File: src/common/fp_pkg.sv
package fp_pkg;

    // ----------------------------------------
    // Field widths
    // ----------------------------------------
    localparam int N_LOG      = 8;
    localparam int W_LCHAN    = 5;
    localparam int W_LDATA    = 18;
    localparam int W_EP       = 16;
    localparam int W_WR_ADDR  = 16;
    localparam int W_WR_CHAN  = 5;
    localparam int W_WR_DATA  = 49;

    // Index into the log register array
    localparam int LOG_IDX_W  = $clog2(N_LOG);

    // Pipe FIFO sizing
    localparam int PIPE_DEPTH = 64;
    localparam int W_PIPE_PTR = $clog2(PIPE_DEPTH);
    // One extra bit so a full FIFO is distinct from empty
    localparam int W_PIPE_CNT = W_PIPE_PTR + 1;

    // AXI4-Lite bus widths
    localparam int W_AXI_ADDR = 8;
    localparam int W_AXI_DATA = 32;

    // ----------------------------------------
    // Register map, byte addresses
    // ----------------------------------------
    localparam logic [W_AXI_ADDR-1:0] REG_TRIG      = 8'h00;
    localparam logic [W_AXI_ADDR-1:0] REG_WR_ADDR   = 8'h04;
    localparam logic [W_AXI_ADDR-1:0] REG_WR_CHAN   = 8'h08;
    localparam logic [W_AXI_ADDR-1:0] REG_DATA0     = 8'h0C;
    localparam logic [W_AXI_ADDR-1:0] REG_DATA1     = 8'h10;
    localparam logic [W_AXI_ADDR-1:0] REG_DATA2     = 8'h14;
    localparam logic [W_AXI_ADDR-1:0] REG_DATA3     = 8'h18;
    localparam logic [W_AXI_ADDR-1:0] REG_LOG_BASE  = 8'h40;
    localparam logic [W_AXI_ADDR-1:0] REG_PIPE_DATA = 8'h80;
    localparam logic [W_AXI_ADDR-1:0] REG_PIPE_STAT = 8'h84;

    // Byte stride between log channel registers
    localparam int LOG_STRIDE = 4;

    // Trigger register bit positions
    localparam int ADC_CSTART_BIT = 1;
    localparam int WR_EN_BIT      = 2;
    localparam int DAC_RSET_BIT   = 3;

    // Command address that selects the pipe channel
    localparam logic [W_WR_ADDR-1:0] PIPE_CSET_RQST = 16'h0004;

    // AXI response codes
    localparam logic [1:0] RESP_OKAY   = 2'b00;
    localparam logic [1:0] RESP_SLVERR = 2'b10;

    // Host data word, four host words or one command value
    typedef union packed {
        logic [3:0][W_EP-1:0] words;
        struct packed {
            logic [14:0]          pad;
            logic [W_WR_DATA-1:0] value;
        } cmd;
    } wr_word_u;

endpackage

File: src/frontpanel/axil_host_port.sv
module axil_host_port
    import fp_pkg::*;
(
    input  logic                  pid_clk_in,
    input  logic                  sys_rst_out,

    // AXI4-Lite write channels
    input  logic [W_AXI_ADDR-1:0] awaddr,
    input  logic                  awvalid,
    output logic                  awready,
    input  logic [W_AXI_DATA-1:0] wdata,
    input  logic                  wvalid,
    output logic                  wready,
    output logic [1:0]            bresp,
    output logic                  bvalid,
    input  logic                  bready,

    // AXI4-Lite read channels
    input  logic [W_AXI_ADDR-1:0] araddr,
    input  logic                  arvalid,
    output logic                  arready,
    output logic [W_AXI_DATA-1:0] rdata,
    output logic [1:0]            rresp,
    output logic                  rvalid,
    input  logic                  rready,

    // Read sources
    input  logic [W_EP-1:0]       cmd_rd_data,
    input  logic                  cmd_rd_hit,
    input  logic [W_EP-1:0]       log_rd_data,
    input  logic                  log_rd_hit,

    // Register strobes to the blocks
    output logic                  reg_wr,
    output logic [W_AXI_ADDR-1:0] reg_wr_addr,
    output logic [W_EP-1:0]       reg_wr_data,
    output logic [W_AXI_ADDR-1:0] rd_addr,
    output logic                  pipe_pop
);

    logic            wr_accept;
    logic            wr_map_hit;
    logic            rd_accept;
    logic [W_EP-1:0] rd_word;
    logic [1:0]      rd_resp;

    // ----------------------------------------
    // Write path
    // ----------------------------------------

    // Address and data taken together, blocked while a response waits
    assign wr_accept = awvalid && wvalid && !bvalid;
    assign awready   = wr_accept;
    assign wready    = wr_accept;

    // Writable part of the map
    assign wr_map_hit = (awaddr == REG_TRIG)    ||
                        (awaddr == REG_WR_ADDR) ||
                        (awaddr == REG_WR_CHAN) ||
                        (awaddr == REG_DATA0)   ||
                        (awaddr == REG_DATA1)   ||
                        (awaddr == REG_DATA2)   ||
                        (awaddr == REG_DATA3);

    // Strobe only for mapped addresses
    assign reg_wr      = wr_accept && wr_map_hit;
    assign reg_wr_addr = awaddr;
    // Upper bus bits carry nothing
    assign reg_wr_data = wdata[W_EP-1:0];

    // Write response valid
    always_ff @(posedge pid_clk_in) begin
        if (sys_rst_out) begin
            bvalid <= 1'b0;
        end else if (wr_accept) begin
            bvalid <= 1'b1;
        end else if (bready) begin
            bvalid <= 1'b0;
        end
    end

    // Response code, held until bready
    always_ff @(posedge pid_clk_in) begin
        if (wr_accept) begin
            bresp <= wr_map_hit ? RESP_OKAY : RESP_SLVERR;
        end
    end

    // ----------------------------------------
    // Read path
    // ----------------------------------------

    assign rd_accept = arvalid && !rvalid;
    assign arready   = rd_accept;
    assign rd_addr   = araddr;

    // FIFO head advances with the accepted read
    assign pipe_pop  = rd_accept && (araddr == REG_PIPE_DATA);

    // Pick whichever block claims the address
    always_comb begin
        rd_word = '0;
        rd_resp = RESP_SLVERR;
        if (cmd_rd_hit) begin
            rd_word = cmd_rd_data;
            rd_resp = RESP_OKAY;
        end else if (log_rd_hit) begin
            rd_word = log_rd_data;
            rd_resp = RESP_OKAY;
        end
    end

    // Read response valid
    always_ff @(posedge pid_clk_in) begin
        if (sys_rst_out) begin
            rvalid <= 1'b0;
        end else if (rd_accept) begin
            rvalid <= 1'b1;
        end else if (rready) begin
            rvalid <= 1'b0;
        end
    end

    // Read payload, zero extended to the bus width
    always_ff @(posedge pid_clk_in) begin
        if (rd_accept) begin
            rdata <= W_AXI_DATA'(rd_word);
            rresp <= rd_resp;
        end
    end

endmodule

File: src/frontpanel/command_regs.sv
module command_regs
    import fp_pkg::*;
(
    input  logic                  pid_clk_in,
    input  logic                  sys_rst_out,

    // Strobes from the host port
    input  logic                  reg_wr,
    input  logic [W_AXI_ADDR-1:0] reg_wr_addr,
    input  logic [W_EP-1:0]       reg_wr_data,
    input  logic [W_AXI_ADDR-1:0] rd_addr,

    // Read back
    output logic [W_EP-1:0]       cmd_rd_data,
    output logic                  cmd_rd_hit,

    // Command outputs to the PID core
    output logic [W_WR_ADDR-1:0]  wr_addr,
    output logic [W_WR_CHAN-1:0]  wr_chan,
    output logic [W_WR_DATA-1:0]  wr_data,
    output logic                  adc_cstart,
    output logic                  wr_en,
    output logic                  dac_rset,

    // Selected channel for the log FIFO
    output logic [W_LCHAN-1:0]    pipe_chan
);

    wr_word_u data_q;
    logic     trig_wr;

    // ----------------------------------------
    // Command registers
    // ----------------------------------------
    always_ff @(posedge pid_clk_in) begin
        if (sys_rst_out) begin
            wr_addr <= '0;
            wr_chan <= '0;
            data_q  <= '0;
        end else if (reg_wr) begin
            case (reg_wr_addr)
                REG_WR_ADDR: wr_addr <= reg_wr_data[W_WR_ADDR-1:0];
                REG_WR_CHAN: wr_chan <= reg_wr_data[W_WR_CHAN-1:0];
                // Word 0 is least significant
                REG_DATA0:   data_q.words[0] <= reg_wr_data;
                REG_DATA1:   data_q.words[1] <= reg_wr_data;
                REG_DATA2:   data_q.words[2] <= reg_wr_data;
                REG_DATA3:   data_q.words[3] <= reg_wr_data;
                default: ;
            endcase
        end
    end

    // Command value view of the four words
    assign wr_data = data_q.cmd.value;

    // ----------------------------------------
    // Trigger pulses
    // ----------------------------------------
    assign trig_wr = reg_wr && (reg_wr_addr == REG_TRIG);

    // One cycle each, nothing stored
    always_ff @(posedge pid_clk_in) begin
        if (sys_rst_out) begin
            adc_cstart <= 1'b0;
            wr_en      <= 1'b0;
            dac_rset   <= 1'b0;
        end else begin
            adc_cstart <= trig_wr && reg_wr_data[ADC_CSTART_BIT];
            wr_en      <= trig_wr && reg_wr_data[WR_EN_BIT];
            dac_rset   <= trig_wr && reg_wr_data[DAC_RSET_BIT];
        end
    end

    // Pipe channel select on a wr_en with the request address
    always_ff @(posedge pid_clk_in) begin
        if (sys_rst_out) begin
            pipe_chan <= '0;
        end else if (wr_en && (wr_addr == PIPE_CSET_RQST)) begin
            pipe_chan <= wr_chan[W_LCHAN-1:0];
        end
    end

    // Read back mux, trigger register always zero
    always_comb begin
        cmd_rd_data = '0;
        cmd_rd_hit  = 1'b1;
        case (rd_addr)
            REG_TRIG:    cmd_rd_data = '0;
            REG_WR_ADDR: cmd_rd_data = W_EP'(wr_addr);
            REG_WR_CHAN: cmd_rd_data = W_EP'(wr_chan);
            REG_DATA0:   cmd_rd_data = data_q.words[0];
            REG_DATA1:   cmd_rd_data = data_q.words[1];
            REG_DATA2:   cmd_rd_data = data_q.words[2];
            REG_DATA3:   cmd_rd_data = data_q.words[3];
            default:     cmd_rd_hit  = 1'b0;
        endcase
    end

endmodule

File: src/frontpanel/log_capture.sv
module log_capture
    import fp_pkg::*;
(
    input  logic                  pid_clk_in,
    input  logic                  sys_rst_out,

    // Log sample stream
    input  logic                  log_dv,
    input  logic [W_LCHAN-1:0]    log_chan,
    input  logic [W_LDATA-1:0]    log_data,

    // Pipe control
    input  logic [W_LCHAN-1:0]    pipe_chan,
    input  logic                  pipe_pop,

    // Read side
    input  logic [W_AXI_ADDR-1:0] rd_addr,
    output logic [W_EP-1:0]       log_rd_data,
    output logic                  log_rd_hit
);

    logic [N_LOG-1:0][W_LDATA-1:0] log_reg;
    logic [PIPE_DEPTH-1:0][W_EP-1:0] pipe_mem;

    logic [W_PIPE_PTR-1:0] wr_ptr;
    logic [W_PIPE_PTR-1:0] rd_ptr;
    logic [W_PIPE_CNT-1:0] count;
    logic                  ovf;

    logic                  chan_ok;
    logic                  push;
    logic                  push_ok;
    logic                  pop_ok;
    logic                  full;
    logic [W_AXI_ADDR-1:0] log_off;
    logic [LOG_IDX_W-1:0]  log_idx;

    // ----------------------------------------
    // Latest value per channel
    // ----------------------------------------
    assign chan_ok = (log_chan < W_LCHAN'(N_LOG));

    always_ff @(posedge pid_clk_in) begin
        if (sys_rst_out) begin
            log_reg <= '0;
        end else if (log_dv && chan_ok) begin
            log_reg[log_chan[LOG_IDX_W-1:0]] <= log_data;
        end
    end

    // ----------------------------------------
    // Selected channel FIFO
    // ----------------------------------------
    assign full    = (count == W_PIPE_CNT'(PIPE_DEPTH));
    assign push    = log_dv && chan_ok && (log_chan == pipe_chan);
    // Full FIFO drops the new sample
    assign push_ok = push && !full;
    // Pop on empty only returns zero
    assign pop_ok  = pipe_pop && (count != '0);

    always_ff @(posedge pid_clk_in) begin
        if (sys_rst_out) begin
            wr_ptr <= '0;
            rd_ptr <= '0;
            count  <= '0;
            ovf    <= 1'b0;
        end else begin
            if (push_ok) begin
                wr_ptr <= wr_ptr + 1'b1;
            end
            if (pop_ok) begin
                rd_ptr <= rd_ptr + 1'b1;
            end
            // Count holds when push and pop coincide
            if (push_ok && !pop_ok) begin
                count <= count + 1'b1;
            end else if (pop_ok && !push_ok) begin
                count <= count - 1'b1;
            end
            // Sticky until reset
            if (push && full) begin
                ovf <= 1'b1;
            end
        end
    end

    // Upper bits of the sample
    always_ff @(posedge pid_clk_in) begin
        if (push_ok) begin
            pipe_mem[wr_ptr] <= log_data[W_LDATA-1 -: W_EP];
        end
    end

    // ----------------------------------------
    // Read decode
    // ----------------------------------------
    assign log_off = rd_addr - REG_LOG_BASE;
    assign log_idx = LOG_IDX_W'(log_off / LOG_STRIDE);

    always_comb begin
        log_rd_data = '0;
        log_rd_hit  = 1'b0;
        if (rd_addr == REG_PIPE_DATA) begin
            log_rd_hit  = 1'b1;
            log_rd_data = (count != '0) ? pipe_mem[rd_ptr] : '0;
        end else if (rd_addr == REG_PIPE_STAT) begin
            log_rd_hit                   = 1'b1;
            log_rd_data[W_PIPE_CNT-1:0]  = count;
            log_rd_data[W_EP-1]          = ovf;
        end else if ((rd_addr >= REG_LOG_BASE) &&
                     (log_off < W_AXI_ADDR'(N_LOG * LOG_STRIDE)) &&
                     (log_off % LOG_STRIDE == 0)) begin
            // Channel register, upper 16 of 18 bits
            log_rd_hit  = 1'b1;
            log_rd_data = log_reg[log_idx][W_LDATA-1 -: W_EP];
        end
    end

endmodule

File: src/source/frontpanel_interface.sv
module frontpanel_interface
    import fp_pkg::*;
(
    input  logic                    pid_clk_in,
    input  logic                    sys_rst_out,

    // AXI4-Lite slave
    input  logic [W_AXI_ADDR-1:0]   awaddr,
    input  logic                    awvalid,
    output logic                    awready,
    input  logic [W_AXI_DATA-1:0]   wdata,
    input  logic [W_AXI_DATA/8-1:0] wstrb,
    input  logic                    wvalid,
    output logic                    wready,
    output logic [1:0]              bresp,
    output logic                    bvalid,
    input  logic                    bready,
    input  logic [W_AXI_ADDR-1:0]   araddr,
    input  logic                    arvalid,
    output logic                    arready,
    output logic [W_AXI_DATA-1:0]   rdata,
    output logic [1:0]              rresp,
    output logic                    rvalid,
    input  logic                    rready,

    // Log samples from the PID core
    input  logic                    log_dv,
    input  logic [W_LCHAN-1:0]      log_chan,
    input  logic [W_LDATA-1:0]      log_data,

    // Commands to the PID core
    output logic                    adc_cstart,
    output logic                    wr_en,
    output logic                    dac_rset,
    output logic [W_WR_ADDR-1:0]    wr_addr,
    output logic [W_WR_CHAN-1:0]    wr_chan,
    output logic [W_WR_DATA-1:0]    wr_data
);

    // Host port to blocks
    logic                  reg_wr;
    logic [W_AXI_ADDR-1:0] reg_wr_addr;
    logic [W_EP-1:0]       reg_wr_data;
    logic [W_AXI_ADDR-1:0] rd_addr;
    logic                  pipe_pop;

    // Blocks back to host port
    logic [W_EP-1:0]       cmd_rd_data;
    logic                  cmd_rd_hit;
    logic [W_EP-1:0]       log_rd_data;
    logic                  log_rd_hit;
    logic [W_LCHAN-1:0]    pipe_chan;

    // Byte strobes have no effect on 16-bit registers
    axil_host_port u_host (
        .pid_clk_in  (pid_clk_in),
        .sys_rst_out (sys_rst_out),
        .awaddr      (awaddr),
        .awvalid     (awvalid),
        .awready     (awready),
        .wdata       (wdata),
        .wvalid      (wvalid),
        .wready      (wready),
        .bresp       (bresp),
        .bvalid      (bvalid),
        .bready      (bready),
        .araddr      (araddr),
        .arvalid     (arvalid),
        .arready     (arready),
        .rdata       (rdata),
        .rresp       (rresp),
        .rvalid      (rvalid),
        .rready      (rready),
        .cmd_rd_data (cmd_rd_data),
        .cmd_rd_hit  (cmd_rd_hit),
        .log_rd_data (log_rd_data),
        .log_rd_hit  (log_rd_hit),
        .reg_wr      (reg_wr),
        .reg_wr_addr (reg_wr_addr),
        .reg_wr_data (reg_wr_data),
        .rd_addr     (rd_addr),
        .pipe_pop    (pipe_pop)
    );

    command_regs u_cmd (
        .pid_clk_in  (pid_clk_in),
        .sys_rst_out (sys_rst_out),
        .reg_wr      (reg_wr),
        .reg_wr_addr (reg_wr_addr),
        .reg_wr_data (reg_wr_data),
        .rd_addr     (rd_addr),
        .cmd_rd_data (cmd_rd_data),
        .cmd_rd_hit  (cmd_rd_hit),
        .wr_addr     (wr_addr),
        .wr_chan     (wr_chan),
        .wr_data     (wr_data),
        .adc_cstart  (adc_cstart),
        .wr_en       (wr_en),
        .dac_rset    (dac_rset),
        .pipe_chan   (pipe_chan)
    );

    log_capture u_log (
        .pid_clk_in  (pid_clk_in),
        .sys_rst_out (sys_rst_out),
        .log_dv      (log_dv),
        .log_chan    (log_chan),
        .log_data    (log_data),
        .pipe_chan   (pipe_chan),
        .pipe_pop    (pipe_pop),
        .rd_addr     (rd_addr),
        .log_rd_data (log_rd_data),
        .log_rd_hit  (log_rd_hit)
    );

endmodule

File: config.mk
export PLATFORM = sky130hd
export DESIGN_NAME = frontpanel_interface
export DESIGN_NICKNAME = d
export VERILOG_FILES = /design/src/common/fp_pkg.sv /design/src/frontpanel/axil_host_port.sv /design/src/frontpanel/command_regs.sv /design/src/frontpanel/log_capture.sv /design/src/source/frontpanel_interface.sv
export SDC_FILE = /design/constraint.sdc
export NUM_CORES = 2
export LEC_CHECK = 0
export ABC_AREA = 1
export BUFFER_PORTS_ARGS = -buffer_cell sky130_fd_sc_hd__buf_2
export CAP_MARGIN = 20
export CELL_PAD_IN_SITES_DETAIL_PLACEMENT = 2
export CELL_PAD_IN_SITES_GLOBAL_PLACEMENT = 2
export CORE_MARGIN = 2
export CORE_UTILIZATION = 40
export DETAILED_ROUTE_END_ITERATION = 8
export GPL_ROUTABILITY_DRIVEN = 0
export PLACE_DENSITY = 0.86
export SYNTH_ARGS = -nofsm -noshare
export SYNTH_HDL_FRONTEND = slang
export SYNTH_HIERARCHICAL = 1
export SYNTH_SLANG_ARGS = --single-unit
File: constraint.sdc
create_clock -name pid_clk_in -period 3.75 [get_ports pid_clk_in]
set_input_delay 0.5625 -clock pid_clk_in [delete_from_list [all_inputs] [get_ports pid_clk_in]]
set_output_delay 0.5625 -clock pid_clk_in [all_outputs]
set_load 0.02 [all_outputs]
* Word-level counts from Yosys, hierarchy flattened
Cells that the tools add are included.
** Cells by class
- Add/sub/neg operators :: 5
- Order comparisons :: 9
- Eq/ne operators :: 17
- Mux-type cells :: 31
- Reduce and logical (&&, ||, !) cells :: 46
** Operators by type and width (number)
- $bwmux 1024 :: 1
- $bwmux 144 :: 1
- $mux 16 :: 7
- $bmux 16 s6 :: 1
- $demux 16 s6 :: 1
- $pmux 16 s6 :: 1
- $bmux 18 s3 :: 1
- $demux 18 s3 :: 1
- $eq 8x5->1 const B :: 6
- $mux 18 :: 2
- $eq 8x4->1 const B :: 4
- $logic_not 32->1 :: 1
- $logic_and 1x1->1 :: 21
- $mux 7 :: 3
- $eq 16x3->1 const B :: 1
- $eq 8x3->1 const B :: 2
- $eq 8x8->1 const B :: 2
- $logic_not 8->1 :: 2
- $lt 6x7->1 const B :: 2
- $add 6x1->6 const B :: 2
- $reduce_and 2->1 :: 6
- $mux 1 :: 9
- $ge 8x7->1 const B :: 1
- $lt 3x4->1 const B :: 2
- 16 further kinds :: 28
** Word-level totals
- Register bits after elaboration :: 1303
- Input bits :: 83
- Word-level logic and storage cells :: 199

* Logic depth before layout (Yosys ltp)
- Depth in word-level cells :: 10
- Mapped depth :: 18
- Gate-level depth less buffers :: 18

* Modules after synthesis
Netlist, hierarchy kept.
** Modules (own cells, without submodules)
- log_capture :: times used 1, cells an instance 4874, area an instance 49601.3 sq um, seq. area each 33712.3 sq um
- command_regs :: times used 1, cells an instance 747, area an instance 4996.0 sq um, seq. area each 1861.8 sq um
- axil_host_port :: times used 1, cells an instance 152, area an instance 1437.6 sq um, seq. area each 580.6 sq um

* Worst setup path after synthesis
OpenSTA, ideal clock, no wires.
- Kind :: input -> register
- Start point :: input arvalid
- End point :: register u_log.count[5]
- Data arrival time :: 3651 ps
- Setup slack :: -17 ps
- Stages on the path :: 18
- Path buffers :: 0
- Path through :: inv_1 -> nor2_1 -> nand3_1 -> nor2_1 -> inv_1 -> nor2_1 -> inv_2 -> ha_1 -> inv_1 -> ha_1 -> nand3_1 -> nand3_1 -> a21oi_1 -> o21ai_0 -> nand2_1 -> nand2_1 -> o21ai_0 -> inv_1
** Between the ends
- Longest elaborated chain between the ends :: 6
- Elaborated cells on any way between the ends :: 8
- Classes of those cells :: mux: 1; reduce/logical: 7
** Ends and longest elaborated chain
- start: declaration :: RTL line frontpanel_interface.sv:19 : input logic arvalid,
- $logic_and 1x1->1 * :: RTL line axil_host_port.sv:93 : assign rd_accept = arvalid && !rvalid;
- net arready :: RTL line frontpanel_interface.sv:20 : output logic arready,
- $logic_and 1x1->1 * :: RTL line axil_host_port.sv:98 : assign pipe_pop = rd_accept && (araddr == REG_PIPE_DATA);
- net pipe_pop :: RTL line frontpanel_interface.sv:45 : logic pipe_pop;
- $logic_and 1x1->1 * :: RTL line log_capture.sv:59 : assign pop_ok = pipe_pop && (count != '0);
- $logic_not 1->1 :: RTL line log_capture.sv:75 : if (push_ok && !pop_ok) begin
- $logic_and 1x1->1 :: RTL line log_capture.sv:75
- $mux 7 or $reduce_bool 2->1 (tied branches)
- end signal: assignment :: RTL line log_capture.sv:76 : count <= count + 1'b1;
- end signal: assignment :: RTL line log_capture.sv:78 : count <= count - 1'b1;
- end: declaration :: RTL line log_capture.sv:27 : logic [W_PIPE_CNT-1:0] count;
The timed path passes the listed nets; every way through them passes the cells marked *.
A chain may end at the register's enable or synchronous reset.

* Worst setup path after layout
- Start point :: register u_log.rd_ptr[0]
- End point :: register u_host.rdata[2] (data pin)
** Between the ends
- Longest elaborated chain between the ends :: 6
** Ends and longest elaborated chain
- start: declaration :: RTL line log_capture.sv:26 : logic [W_PIPE_PTR-1:0] rd_ptr;
- start signal: assignment :: RTL line log_capture.sv:72 : rd_ptr <= rd_ptr + 1'b1;
- $bmux 16 s6 :: RTL line log_capture.sv:105 : log_rd_data = (count != '0) ? pipe_mem[rd_ptr] : '0;
- $mux 16 (implied by the code) :: RTL line log_capture.sv:105
- $mux 16 :: RTL line log_capture.sv:105
- $mux 16 :: RTL line log_capture.sv:103 : if (rd_addr == REG_PIPE_DATA) begin
- net log_rd_data[2] :: RTL line frontpanel_interface.sv:50 : logic [W_EP-1:0] log_rd_data;
- $mux 16 :: RTL line axil_host_port.sv:107 : end else if (log_rd_hit) begin
- $mux 16 :: RTL line axil_host_port.sv:104 : if (cmd_rd_hit) begin
- net u_host.rd_word[2] :: RTL line axil_host_port.sv:44 : logic [W_EP-1:0] rd_word;
- end signal: assignment :: RTL line axil_host_port.sv:127 : rdata <= W_AXI_DATA'(rd_word);
- end: declaration :: RTL line axil_host_port.sv:22 : output logic [W_AXI_DATA-1:0] rdata,
The timed path passes the listed nets, and every way through them passes these cells. The select of a mux whose other input is x is not followed.

==> impl_metrics.sql <==
INSERT INTO impl_metrics (metric_group, metric, value, unit) VALUES
('layout', 'register_area', '36170', 'µm²'),
('layout', 'commonest_non_fill_non_tap_cells_in_the_layout', 'sky130_fd_sc_hd__nand2_1, sky130_fd_sc_hd__edfxtp_1, sky130_fd_sc_hd__nor2_1', ''),
('placed_design', 'dp_hpwl', '127600', 'µm'),
('cts', 'insertion_delay', '0.81', 'ns'),
('yosys', 'ys_seq_area_frac', '0.6452', ''),
('worst_hold_path', 'hold_path_class', 'primary input to register', ''),
('timing', 'timing.fmax', '0.2835', 'GHz'),
('worst_setup_path', 'data_arrival_time_of_the_critical_path', '4.06', 'ns'),
('timing', 'min_period', '3.527', 'ns'),
('drt', 'detail_route.vias_per_cell', '5.798', ''),
('die', 'die_w', '378.3', 'µm'),
('die', 'pin_count', '197', ''),
('layout', 'area_delta_synth_final', '12.18', '%'),
('die', 'floorplan.core_area', '139400', 'µm²'),
('cts', 'cts-buffers-inserted', '143', ''),
('worst_setup_path', 'source_of_the_worst_register_to_register_timing_path', 'u_log/rd_ptr[0]', ''),
('drt', 'dr.pass1.iters', '7', ''),
('cts', 'ctsHtreeMaxLevel', '4', ''),
('cts', 'clkSlewWorstSetupHoldPaths', '0.06', 'ns'),
('power', 'power.density', '479.7', 'nW/µm²'),
('drt', 'route.detailed.wl_per_inst', '29.63', 'µm'),
('cts', 'clock-sinks', '1285', ''),
('cts', 'postCtsSetupBuffers', '0', ''),
('yosys', 'postSynth.topFlopCell', 'sky130_fd_sc_hd__edfxtp_1', ''),
('timing', 'timing.clock.skew', '0.03483', 'ns'),
('yosys', 'synth_cell_type_count', '47', ''),
('die', 'start_util', '0.4021', ''),
('layout', 'multiInputGateArea', '16070', 'µm²'),
('cts', 'cts_tree', 'yes', ''),
('worst_setup_path', 'critPathMaxFanout', '63', ''),
('drt', 'routed-via-count', '45330', ''),
('power', 'vdd.ir_drop.worst', '0.3341', 'mV'),
('yosys', 'syn-instance-count', '5773', ''),
('drt', 'post_route_wl', '231700', 'µm'),
('drt', 'drt_iter0_drc', '4311', ''),
('timing', 'tightest_slew', '1.192', 'ns'),
('worst_hold_path', 'holdCritStartpoint', 'sys_rst_out', ''),
('layout', 'largest_register_ff_count', '1024', ''),
('timing', 'slew_headroom', '0.2054', ''),
('placed_design', 'numPortBuffers', '156', ''),
('worst_setup_path', 'endpoint_kind', 'register', ''),
('yosys', 'syn_std_cell_area', '56030', 'µm²'),
('yosys', 'syn-mean-instance-area', '9.706', 'µm²'),
('yosys', 'ys_seq_elements', '1285', ''),
('timing', 'unrepaired_setup_endpoints_after_global_routing', 'false', ''),
('worst_setup_path', 'startpoint_type', 'register', ''),
('cts', 'post_cts_sizing_count', '0', ''),
('layout', 'layout.cells.most_common', 'sky130_fd_sc_hd__nand2_1', ''),
('die', 'rows', '137', ''),
('cts', 'post_cts_hold_fix_bufs', '0', ''),
('yosys', 'synth_warnings', '6', ''),
('die', 'fp.dieArea', '143100', 'µm²'),
('timing', 'final.period_utilization', '0.9406', ''),
('global_routing', 'gr-total-overflow', '0', ''),
('cts', 'clock_tree.root_cell', 'sky130_fd_sc_hd__clkbuf_16', ''),
('layout', 'final_nets', '5921', ''),
('cts', 'ctsLongestPathBuffers', '3', ''),
('timing', 'fin_tns_setup', '0', 'ns'),
('drt', 'antenna_left', '0', ''),
('layout', 'finish.utilization', '0.4511', ''),
('global_routing', 'number_of_global_route_vias_before_repair', '50270', ''),
('timing', 'max_slew_violations', '0', ''),
('worst_setup_path', 'cp.required', '4.29', 'ns'),
('global_routing', 'antenna_found_initial', '7', ''),
('layout', 'number_of_inserted_filler_cells_in_the_final_layout', '14620', ''),
('yosys', 'number_of_synthesized_flops_with_an_enable_pin', '1042', ''),
('worst_setup_path', 'setup_cp_type', 'register to register', ''),
('global_routing', 'grt_start_max_net_pins', '98', ''),
('die', 'die_h', '378.3', 'µm'),
('worst_hold_path', 'timing.hold.worst_path_depth', '2', ''),
('timing', 'hold_viol_final', '0', ''),
('worst_setup_path', 'worstRegToRegCells', '14', ''),
('power', 'static-leakage-power', '0.02491', 'µW'),
('global_routing', 'wire_length_of_the_first_global_routing_pass', '339600', 'µm'),
('layout', 'post_route_cells_drive_above_1_share', '0.09970', ''),
('worst_hold_path', 'hold_path_end', 'u_host/bvalid', ''),
('drt', 'post-route-drc-count', '0', ''),
('worst_setup_path', 'ff2ff_setup_slack', '0.22', 'ns'),
('run_status', 'run_status', 'completed', ''),
('yosys', 'ys_async_sr_fraction', '0', ''),
('run', 'timing.max_cap.violations', '0', ''),
('global_routing', 'global_route.usage.total', '0.3224', ''),
('worst_setup_path', 'r2r-end', 'u_host/rdata[2]', ''),
('timing', 'setup_violations', '0', '');
==> critical path: stages (launching register included) <==
cell and delay (ns):
sky130_fd_sc_hd__dfxtp_4 0.67, sky130_fd_sc_hd__inv_8 0.29, sky130_fd_sc_hd__buf_12 0.27, sky130_fd_sc_hd__nand2_1 0.08, sky130_fd_sc_hd__nand3_1 0.09, sky130_fd_sc_hd__nand3_1 0.18, sky130_fd_sc_hd__nand2_1 0.15, sky130_fd_sc_hd__nor2_1 0.25
sky130_fd_sc_hd__nand2_1 0.22, sky130_fd_sc_hd__nand3_1 0.38, sky130_fd_sc_hd__nand2_1 0.27, sky130_fd_sc_hd__nand2_1 0.14, sky130_fd_sc_hd__nand2_1 0.09, sky130_fd_sc_hd__nand3_2 0.09, sky130_fd_sc_hd__nand2_2 0.04
==> stage by stage <==
step           power [µW]  hold slack, ns  std cells  area [µm²]  setup slack (ns)
2_1_floorplan       16040          0.4308       5790       56100            0.4008
3_3_place_gp        16400          0.4401       7556       58350            0.4697
3_5_place_dp        16440          0.4729       7556       58350            0.2665
4_1_cts             30290        0.002999       7810       62760            0.3111
5_1_grt             30800         0.04520       7814       62850            0.1184
6_report            30150         0.03443       7818       62860            0.2229
==> per-layer routing <==
layer,wire [µm],global-route usage,vias to the layer above
li1,-,-,19120
met1,87390,0.3803,23480
met2,115900,0.5529,2063
met3,14250,0.05255,650
met4,14030,0.1921,10
met5,70,0,-
==> cells by family after synthesis <==
logic type	share of synthesized area
buffers and inverters	0.06944
xor gates and xnor gates	0.001719
other	0.00006692
and+or+nand+nor	0.2409
AOI/OAI and AO/OA	0.04048
adders and majority gates	0.002144
DFF	0.6452
==> worst max-delay path by stage <==
| stage | start | endpoint | slack (ns) | cells after the start |
|---|---|---|---|---|
| floorplan | arvalid | u_log/count[5] | 0.40 | 18 |
| global placement | araddr[5] | u_log/count[5] | 0.47 | 18 |
| detailed placement | araddr[1] | u_log/count[5] | 0.27 | 18 |
| CTS | u_log/rd_ptr[0] | u_host/rdata[2] | 0.31 | 14 |
| global route | u_log/count[2] | u_log/count[5] | 0.12 | 16 |
| finish | u_log/rd_ptr[0] | u_host/rdata[2] | 0.22 | 14 |
==> cell usage after synthesis, types with 2 or more instances <==
cell	instances	area (µm²)
sky130_fd_sc_hd__inv_2	7	26.28
sky130_fd_sc_hd__buf_2	116	580.6
sky130_fd_sc_hd__buf_6	14	157.7
sky130_fd_sc_hd__nor2_2	9	56.30
sky130_fd_sc_hd__nor3_1	56	280.3
sky130_fd_sc_hd__a21oi_1	60	300.3
sky130_fd_sc_hd__clkbuf_1	105	394.1
sky130_fd_sc_hd__and3_1	32	200.2
sky130_fd_sc_hd__ha_1	8	100.1
sky130_fd_sc_hd__inv_1	361	1355
sky130_fd_sc_hd__o21ai_0	285	1426
sky130_fd_sc_hd__or2_2	2	12.51
sky130_fd_sc_hd__nand4_1	6	37.54
sky130_fd_sc_hd__nor2_8	3	60.06
sky130_fd_sc_hd__nand2_4	7	78.83
sky130_fd_sc_hd__edfxtp_1	1042	31290
sky130_fd_sc_hd__nand3b_1	9	67.56
sky130_fd_sc_hd__buf_1	30	112.6
sky130_fd_sc_hd__nand3_4	4	70.07
sky130_fd_sc_hd__nand2_1	1567	5882
sky130_fd_sc_hd__dfxtp_1	243	4865
sky130_fd_sc_hd__nor3_2	3	30.03
sky130_fd_sc_hd__buf_4	149	1119
sky130_fd_sc_hd__o211ai_1	4	30.03
sky130_fd_sc_hd__clkinv_1	4	15.01
sky130_fd_sc_hd__nor2_4	7	78.83
sky130_fd_sc_hd__xor2_1	10	87.58
sky130_fd_sc_hd__nand2_2	12	75.07
sky130_fd_sc_hd__nor2_1	871	3269
sky130_fd_sc_hd__o21ai_1	46	230.2
sky130_fd_sc_hd__o221ai_1	30	262.8
sky130_fd_sc_hd__nand3_2	10	100.1
sky130_fd_sc_hd__clkbuf_2	13	65.06
sky130_fd_sc_hd__nand3_1	635	3178
==> power by group <==
| group | leakage (µW) | total, µW | switching, µW | internal, µW |
|---|---|---|---|---|
| logic | 0.0114 | 733 | 606 | 128 |
| clock network | 0.00216 | 14000 | 6330 | 7660 |
| registers | 0.0113 | 15400 | 19.1 | 15400 |
==> area by class of cell <==
class | instances | area share
antenna | 4 | 0.0001592
clock buffer | 192 | 0.06248
clock inverter | 62 | 0.007643
inverter | 374 | 0.02273
multi-input combinational | 3701 | 0.2556
sequential | 1285 | 0.5753
tap | 1876 | 0.03734
timing repair buffer | 324 | 0.03873
(Power assumes the default switching activity.)
